## config.mk

```make
export PLATFORM = sky130hd
export DESIGN_NAME = weightStreamTop
export DESIGN_NICKNAME = d
export VERILOG_FILES = /design/src/logic/weightStreamPkg.sv /design/src/logic/configBridge.sv /design/src/logic/dotUnit.sv /design/src/logic/memStream.sv /design/src/logic/weightStreamTop.sv
export SDC_FILE = /design/constraint.sdc
export NUM_CORES = 1
export LEC_CHECK = 0
export ABC_AREA = 1
export BUFFER_PORTS_ARGS = -buffer_cell sky130_fd_sc_hd__buf_2
export CAP_MARGIN = 20
export CORE_MARGIN = 4
export CORE_UTILIZATION = 60
export DETAILED_ROUTE_END_ITERATION = 16
export PLACE_DENSITY = 0.84
export SYNTH_ARGS = -nofsm -noshare
export SYNTH_HDL_FRONTEND = slang
export SYNTH_SLANG_ARGS = --single-unit
export TNS_END_PERCENT = 30
```

## constraint.sdc

```tcl
create_clock -name clk -period 9 [get_ports clk]
set_input_delay 0.45 -clock clk [delete_from_list [all_inputs] [get_ports clk]]
set_output_delay 0.45 -clock clk [all_outputs]
set_load 0.05 [all_outputs]
```

## src/logic/weightStreamPkg.sv

```systemverilog
// Weight stream shared definitions
package weightStreamPkg;

	// ------------------------------
	// Table geometry
	// ------------------------------

	// Weights per pass
	localparam int tableDepth = 16;
	// Address bits for one table entry
	localparam int addrWidth = $clog2(tableDepth);

	// ------------------------------
	// Data widths
	// ------------------------------

	localparam int weightWidth = 8;
	localparam int actWidth = 8;
	// Room for 16 products of two 8-bit values
	localparam int sumWidth = 24;

	// ------------------------------
	// Word types
	// ------------------------------

	typedef logic signed [weightWidth-1:0] weightT;
	typedef logic [addrWidth-1:0] addrT;
	typedef logic signed [actWidth-1:0] actT;
	typedef logic signed [sumWidth-1:0] sumT;

	// Final and second to final table entries
	localparam addrT lastAddr = addrT'(tableDepth - 1);
	localparam addrT preLastAddr = addrT'(tableDepth - 2);

	// Configuration bridge state codes
	localparam logic [1:0] bridgeIdle = 2'd0;
	localparam logic [1:0] bridgeIssue = 2'd1;
	localparam logic [1:0] bridgeWaitRead = 2'd2;
	localparam logic [1:0] bridgeAck = 2'd3;

endpackage

```

## src/logic/configBridge.sv

```systemverilog
// Host configuration bridge
module configBridge (
	input logic clk,
	input logic rst,

	// Host side, four-phase handshake
	input logic cfgReq,
	input logic cfgWrite,
	input weightStreamPkg::addrT cfgAddr,
	input weightStreamPkg::weightT cfgWData,
	output logic cfgAck,
	output weightStreamPkg::weightT cfgRData,

	// Memory side, single-cycle commands
	output logic memCe,
	output logic memWe,
	output weightStreamPkg::addrT memAddr,
	output weightStreamPkg::weightT memWData,
	input logic memRack,
	input weightStreamPkg::weightT memRData
);

	// Current handshake phase
	logic [1:0] state;

	// Request captured at the rising edge of cfgReq
	logic writeReg;
	weightStreamPkg::addrT addrReg;
	weightStreamPkg::weightT dataReg;

	// ------------------------------
	// Handshake FSM
	// ------------------------------

	always_ff @(posedge clk) begin
		if (rst) begin
			state <= weightStreamPkg::bridgeIdle;
		end else begin
			case (state)
				// Wait for a new request
				weightStreamPkg::bridgeIdle: begin
					if (cfgReq) begin
						state <= weightStreamPkg::bridgeIssue;
					end
				end
				// One command cycle, writes complete right away
				weightStreamPkg::bridgeIssue: begin
					if (writeReg) begin
						state <= weightStreamPkg::bridgeAck;
					end else begin
						state <= weightStreamPkg::bridgeWaitRead;
					end
				end
				// Read-back in flight
				weightStreamPkg::bridgeWaitRead: begin
					if (memRack) begin
						state <= weightStreamPkg::bridgeAck;
					end
				end
				// Hold ack until host drops req
				default: begin
					if (!cfgReq) begin
						state <= weightStreamPkg::bridgeIdle;
					end
				end
			endcase
		end
	end

	// ------------------------------
	// Request and response data
	// ------------------------------

	// Latch host fields once per request
	always_ff @(posedge clk) begin
		if (state == weightStreamPkg::bridgeIdle && cfgReq) begin
			writeReg <= cfgWrite;
			addrReg <= cfgAddr;
			dataReg <= cfgWData;
		end
	end

	// Read-back word, valid while cfgAck is high
	always_ff @(posedge clk) begin
		if (memRack) begin
			cfgRData <= memRData;
		end
	end

	// Outputs decoded from state
	assign memCe = (state == weightStreamPkg::bridgeIssue);
	assign memWe = writeReg;
	assign memAddr = addrReg;
	assign memWData = dataReg;
	assign cfgAck = (state == weightStreamPkg::bridgeAck);

	// ------------------------------
	// Checks
	// ------------------------------

	// Exactly one command cycle per request
	memCeSingle: assert property (@(posedge clk) disable iff (rst)
		memCe |=> !memCe);

	// Memory answers only to an outstanding read
	rackInWait: assert property (@(posedge clk) disable iff (rst)
		memRack |-> state == weightStreamPkg::bridgeWaitRead);

endmodule

```

## src/logic/dotUnit.sv

```systemverilog
// Dot product accumulator
module dotUnit (
	input logic clk,
	input logic rst,

	// Weight stream
	input logic wVld,
	output logic wRdy,
	input weightStreamPkg::weightT wDat,

	// Activation stream
	input logic aVld,
	output logic aRdy,
	input weightStreamPkg::actT aDat,

	// One sum per table pass
	output logic sVld,
	input logic sRdy,
	output weightStreamPkg::sumT sDat
);

	localparam int prodWidth = weightStreamPkg::weightWidth + weightStreamPkg::actWidth;

	// Pair handshake
	logic fire;
	logic blocked;
	logic lastPair;

	// Signed product of the current pair
	logic signed [prodWidth-1:0] prod;

	// Running sum and pair index within the pass
	weightStreamPkg::sumT acc;
	weightStreamPkg::addrT pairCnt;
	weightStreamPkg::sumT accNext;

	// ------------------------------
	// Pairing
	// ------------------------------

	// Untaken sum stops new pairs
	assign blocked = sVld && !sRdy;
	assign fire = wVld && aVld && !blocked;

	// Both sides accept together
	assign wRdy = fire;
	assign aRdy = fire;

	assign prod = wDat * aDat;
	// Sign extended into sum width
	assign accNext = acc + prod;
	assign lastPair = (pairCnt == weightStreamPkg::lastAddr);

	// ------------------------------
	// Accumulation
	// ------------------------------

	always_ff @(posedge clk) begin
		if (rst) begin
			acc <= '0;
			pairCnt <= '0;
		end else if (fire) begin
			if (lastPair) begin
				// Start the next pass from zero
				acc <= '0;
				pairCnt <= '0;
			end else begin
				acc <= accNext;
				pairCnt <= pairCnt + 1'b1;
			end
		end
	end

	// ------------------------------
	// Result holding
	// ------------------------------

	// Valid until taken
	always_ff @(posedge clk) begin
		if (rst) begin
			sVld <= 1'b0;
		end else if (fire && lastPair) begin
			sVld <= 1'b1;
		end else if (sRdy) begin
			sVld <= 1'b0;
		end
	end

	// Completed sum
	always_ff @(posedge clk) begin
		if (fire && lastPair) begin
			sDat <= accNext;
		end
	end

	// Held sum stays put under back-pressure
	sumHeld: assert property (@(posedge clk) disable iff (rst)
		sVld && !sRdy |=> sVld && $stable(sDat));

endmodule

```

## src/logic/memStream.sv

```systemverilog
// Weight memory streamer
module memStream (
	input logic clk,
	input logic rst,

	// Configuration port from the bridge
	input logic memCe,
	input logic memWe,
	input weightStreamPkg::addrT memAddr,
	input weightStreamPkg::weightT memWData,
	output logic memRack,
	output weightStreamPkg::weightT memRData,

	// Wrapping weight stream
	input logic wRdy,
	output logic wVld,
	output weightStreamPkg::weightT wDat
);

	// Pipeline advance
	logic en;
	// Withdraw stalled stream word
	logic rollback;
	logic backpressure;

	// Pointer history, entry 0 is the next read
	weightStreamPkg::addrT ptr0Val;
	logic ptr0Lst;
	weightStreamPkg::addrT ptr1Val;
	logic ptr1Lst;
	weightStreamPkg::addrT ptr2Val;
	logic ptr2Lst;

	// Stage 1 operation
	logic wr1;
	logic rb1;
	logic rs1;
	weightStreamPkg::weightT data1;

	// Stage 2 operation
	logic rb2;
	logic rs2;
	weightStreamPkg::weightT data2;

	// Table storage
	weightStreamPkg::weightT mem [weightStreamPkg::tableDepth];

	// ------------------------------
	// Stage 1 address and op
	// ------------------------------

	weightStreamPkg::addrT effVal;
	logic effLst;
	weightStreamPkg::addrT nxtVal;
	logic nxtLst;

	// Restart from the stalled word on rollback
	assign effVal = rollback ? ptr2Val : ptr0Val;
	assign effLst = rollback ? ptr2Lst : ptr0Lst;

	// Config slot keeps the pointer in place
	always_comb begin
		if (memCe) begin
			nxtVal = effVal;
			nxtLst = effLst;
		end else if (effLst) begin
			nxtVal = '0;
			nxtLst = 1'b0;
		end else begin
			nxtVal = effVal + 1'b1;
			nxtLst = (effVal == weightStreamPkg::preLastAddr);
		end
	end

	always_ff @(posedge clk) begin
		if (rst) begin
			ptr0Val <= '0;
			ptr0Lst <= 1'b0;
		end else if (en) begin
			ptr0Val <= nxtVal;
			ptr0Lst <= nxtLst;
		end
	end

	// Op flags
	always_ff @(posedge clk) begin
		if (rst) begin
			wr1 <= 1'b0;
			rb1 <= 1'b0;
			rs1 <= 1'b0;
		end else if (en) begin
			wr1 <= memCe && memWe;
			rb1 <= memCe && !memWe;
			rs1 <= !memCe;
		end
	end

	// Address and write data
	always_ff @(posedge clk) begin
		if (en) begin
			if (memCe) begin
				ptr1Val <= memAddr;
				ptr1Lst <= 1'b0;
			end else begin
				ptr1Val <= effVal;
				ptr1Lst <= effLst;
			end
			data1 <= memWData;
		end
	end

	// ------------------------------
	// Stage 2 memory access
	// ------------------------------

	// Read before write, one shared output register
	always_ff @(posedge clk) begin
		if (en) begin
			if (wr1) begin
				mem[ptr1Val] <= data1;
			end
			data2 <= mem[ptr1Val];
		end
	end

	// Stream word dropped when rolled back
	always_ff @(posedge clk) begin
		if (rst) begin
			rb2 <= 1'b0;
			rs2 <= 1'b0;
		end else if (en) begin
			rb2 <= rb1;
			rs2 <= rs1 && !rollback;
		end
	end

	// Keep pointer of the word in stage 2
	always_ff @(posedge clk) begin
		if (en) begin
			ptr2Val <= ptr1Val;
			ptr2Lst <= ptr1Lst;
		end
	end

	// ------------------------------
	// Outputs and flow control
	// ------------------------------

	assign memRack = rb2;
	assign memRData = data2;
	assign wVld = rs2;
	assign wDat = data2;

	assign backpressure = rs2 && !wRdy;
	// Config ops never wait behind a stalled stream
	assign rollback = backpressure && (memCe || wr1 || rb1);
	assign en = !backpressure || memCe || wr1 || rb1;

	// Read-back and stream share data2, never both
	rackVldExcl: assert property (@(posedge clk) disable iff (rst)
		!(memRack && wVld));

	// Stalled word held when no config op is around
	stallStable: assert property (@(posedge clk) disable iff (rst)
		wVld && !wRdy && !memCe && !wr1 && !rb1 |=> wVld && $stable(wDat));

endmodule

```

## src/logic/weightStreamTop.sv

```systemverilog
// Weight streaming subsystem
module weightStreamTop (
	input logic clk,
	input logic rst,

	// Host configuration port
	input logic cfgReq,
	input logic cfgWrite,
	input weightStreamPkg::addrT cfgAddr,
	input weightStreamPkg::weightT cfgWData,
	output logic cfgAck,
	output weightStreamPkg::weightT cfgRData,

	// Activation input stream
	input logic aVld,
	output logic aRdy,
	input weightStreamPkg::actT aDat,

	// Sum output stream
	output logic sVld,
	input logic sRdy,
	output weightStreamPkg::sumT sDat
);

	// ------------------------------
	// Bridge to memory commands
	// ------------------------------

	logic memCe;
	logic memWe;
	weightStreamPkg::addrT memAddr;
	weightStreamPkg::weightT memWData;
	logic memRack;
	weightStreamPkg::weightT memRData;

	// Weight stream into the dot unit
	logic wVld;
	logic wRdy;
	weightStreamPkg::weightT wDat;

	configBridge configBridge_inst (
		.clk(clk),
		.rst(rst),
		.cfgReq(cfgReq),
		.cfgWrite(cfgWrite),
		.cfgAddr(cfgAddr),
		.cfgWData(cfgWData),
		.cfgAck(cfgAck),
		.cfgRData(cfgRData),
		.memCe(memCe),
		.memWe(memWe),
		.memAddr(memAddr),
		.memWData(memWData),
		.memRack(memRack),
		.memRData(memRData)
	);

	// ------------------------------
	// Weight table and streamer
	// ------------------------------

	memStream memStream_inst (
		.clk(clk),
		.rst(rst),
		.memCe(memCe),
		.memWe(memWe),
		.memAddr(memAddr),
		.memWData(memWData),
		.memRack(memRack),
		.memRData(memRData),
		.wRdy(wRdy),
		.wVld(wVld),
		.wDat(wDat)
	);

	// ------------------------------
	// Pairing and accumulation
	// ------------------------------

	dotUnit dotUnit_inst (
		.clk(clk),
		.rst(rst),
		.wVld(wVld),
		.wRdy(wRdy),
		.wDat(wDat),
		.aVld(aVld),
		.aRdy(aRdy),
		.aDat(aDat),
		.sVld(sVld),
		.sRdy(sRdy),
		.sDat(sDat)
	);

endmodule

```

==> impl_results.md <==
- Worst Path Arrival: 5.81 ns
- P&R area growth vs syn: 10.6%
- Startpoint Class: register
- Number of H-tree levels: 1
- RSZ-0062 raised after global routing: false
- Design Area, Final: 0.0148 mm²
- Skew final: 0.00921 ns
- Drt drc: 0
- Final setup margin: between 3 and 4 ns
- Die area: 0.0248 mm²
- Final setup violation count: 0
- Final net count: 1485
- Placed Instance Area: around 0.014 mm²
- Initial Utilization: 61.2%
- Post-cts sizing count: 0
- ANT cells: 0
- First-pass GRT wire length: 47.4 mm
- FF-to-FF path depth: 16
- Worst reg2reg endpoint: dotUnit_inst.sDat[22]
- Fin crit period: approximately 5.5 ns
- Critical path, cell by cell: nand2_1, inv_1, fa_1, fa_1, fa_1, fa_1, ha_1, ha_1, nand2_1, nor2_1, inv_1, nor2_1, nand3_1, nand3_1, nand2_1, and2_1
- Worst hold path class: input pin to register
- Postcts setup bufs: 0
- Endpoint type of the worst setup path: register
- DP HPWL: 20.5 mm
- Max clock buf depth: 3
- Hold EP: configBridge_inst.memWe
- Wire length per cell: 18.4 µm
- Via density: 5.74
- Final wirelength: 29.3 mm
- Row count: 54
- DR iter-0 viols: 918
- Reg clk slew, reported paths: 0.06 ns
- Worst path slowest cell: inv_1
- Count of input and output buffers: 60
- Clock root buffer: clkbuf_16
- Synth Warn #: 0
- GRT overflow: 0
- DRT Pass-1 Iters: 6
- Largest stage delay on the critical path: 0.71 ns
- Num CTS Buffers: 25
- Netlist cell types: 35
- Mapped Avg Cell Area: between 10 and 15 µm²
- CTS tree: built
- Initial antenna violation count: 0
- Final Cycle Share: about three fifths
- CP dominant cell by count: fa_1
- Final hold violations: 0
- Reg2reg start: memStream_inst.memRData[7]
- Global placement routability congestion: 0.944
- CTS Hold Buffers Added: 0
- Fmax: 181 MHz
- Hold path cells: 1
- Req. time, crit path: 9.29 ns
- Maximum number of pins on one net before global-route repair: 36
- Clock sinks: between 200 and 250
- Status: completed
- Die span in x: 157 µm
- CP max FO: 16
- Clk_lat worst skew: 0.54 ns
- Share of cells above drive strength 1: 9.08%
- Via Count: 9126
- Filler instances: 1567
- Setup CP Type: register to register
- Synth Cell Area: 0.0134 mm²
- Worst hold start: cfgWrite
- Synth Net Count: around 1400
- Die Y: around 160 µm
- Slew HR: 37.3%
- Yosys reg bits: 240
- Post-DRT Antenna Nets: 0
- Vias in the first global route: 9090
- GRT Total Usage: between 20% and 30%
- Synth Instances: 1238
- I/O pin cnt: 61
- Post-synthesis sequential area ratio: 50.7%
- TNS Setup: 0 ns
- Max_cap viols: 0
- R2R Setup Slk: 3.48 ns
- Core area: 0.0219 mm²
- Final Max Tran Viols: 0
- Worst-margin pin slew: 0.940 ns
- Pre-CTS setup slack: between 3 and 4 ns
## cell usage in the layout, fill, tap and decap left out, types with 14 or more instances in the layout
master | synthesis | layout
nor2_1 | 70 | 68
ha_1 | 61 | 61
dfxtp_1 | 41 | 41
clkbuf_16 | 0 | 25
nand3_1 | 34 | 34
fa_1 | 104 | 104
edfxtp_1 | 199 | 199
nand4_1 | 14 | 14
nand2_1 | 273 | 273
o21ai_0 | 16 | 16
buf_2 | 4 | 60
a22oi_1 | 70 | 70
inv_1 | 210 | 210
a21oi_1 | 44 | 44
## per-stage QoR
| stage | util (%) | cells | hold WS, ns |
|---|---|---|---|
| final | 67.7 | 1591 | 0.0860 |
| after detailed placement | 63.8 | 1546 | 0.405 |
| after global placement | 63.8 | 1546 | 0.404 |
| after global routing | 67.7 | 1591 | 0.0793 |
| after floorplan | - | 1238 | 0.400 |
| after CTS | 67.6 | 1590 | 0.0697 |
## worst max path at each step
stage / from / endpoint / slack [ns] / cells after the start
finish: memStream_inst.memRData[7] / dotUnit_inst.sDat[22] / 3.48 / 16
global placement: aDat[0] / dotUnit_inst.sDat[22] / 3.55 / 17
detailed placement: aDat[0] / dotUnit_inst.acc[23] / 3.46 / 20
global route: memStream_inst.memRData[7] / dotUnit_inst.acc[23] / 3.10 / 19
floorplan: aDat[0] / dotUnit_inst.sDat[13] / 3.89 / 16
CTS: memStream_inst.memRData[7] / dotUnit_inst.acc[23] / 3.48 / 19
## sequential cells by signal, summed over array words and instances, names as in the netlist, 4 cells and up
signal	cells
memStream_inst.mem	128
configBridge_inst.memAddr	4
dotUnit_inst.pairCnt	4
dotUnit_inst.sDat	24
memStream_inst.data1	8
memStream_inst.memRData	8
memStream_inst.ptr0Val	4
configBridge_inst.cfgRData	8
configBridge_inst.memWData	8
memStream_inst.ptr2Val	4
dotUnit_inst.acc	24
memStream_inst.ptr1Val	4
## area by class of cell
type,count,area (µm²),share of cell area (%)
Inverter,215,807,5.45
Sequential cell,240,6800,45.9
Tap cell,280,350,2.36
Multi-Input combinational cell,746,5670,38.2
Clock inverter,16,208,1.40
Timing Repair Buffer,66,353,2.38
Clock buffer,28,637,4.30
## kinds of logic after synthesis
logic type                 share of synthesized area, %
adders and majority gates                          21.2
and+or+nand+nor                                    13.1
xor gates and xnor gates                          0.980
AOI/OAI and AO/OA                                  6.85
buffers and inverters                              7.10
DFF                                                50.7
## metal layers
layer,GRT usage [%],share of wire (%),wire (µm),vias to the layer above
met1,34.3,40,11700,4408
li1,-,-,-,4173
met3,3.35,8.4,2460,88
met4,8.52,3.4,998,0
met2,39.7,48,14200,457
met5,0,0,0,-
## cell usage after synthesis, drive strengths merged
cell | n | area share (%)
nand2 | 277 | 7.9
xor2 | 10 | 0.65
a41oi | 1 | 0.065
xnor2 | 5 | 0.33
or2 | 2 | 0.093
a31oi | 3 | 0.14
o21ai | 21 | 0.81
dfxtp | 41 | 6.1
nor2 | 72 | 2.1
a22oi | 70 | 3.9
a211oi | 1 | 0.056
a21oi | 44 | 1.6
and2 | 10 | 0.47
nand3 | 35 | 1.4
ha | 61 | 5.7
clkinv | 1 | 0.028
o22ai | 1 | 0.047
clkbuf | 30 | 0.84
o21bai | 3 | 0.17
nand3b | 5 | 0.28
edfxtp | 199 | 45
buf | 7 | 0.23
nor3 | 6 | 0.22
nor4 | 1 | 0.047
nand4 | 14 | 0.65
fa | 104 | 16
inv | 214 | 6.0
## critical path: cells and delay by family, from the launching register on
family / cells / cell delay, ns
buf+inv: 2 / 0.78
fa+ha+maj: 6 / 2.82
simple gates: 8 / 1.12
flops: 1 / 0.54
Power is not shown: default switching activity piles up to over one toggle a cycle in this logic, so the estimate is an artifact.
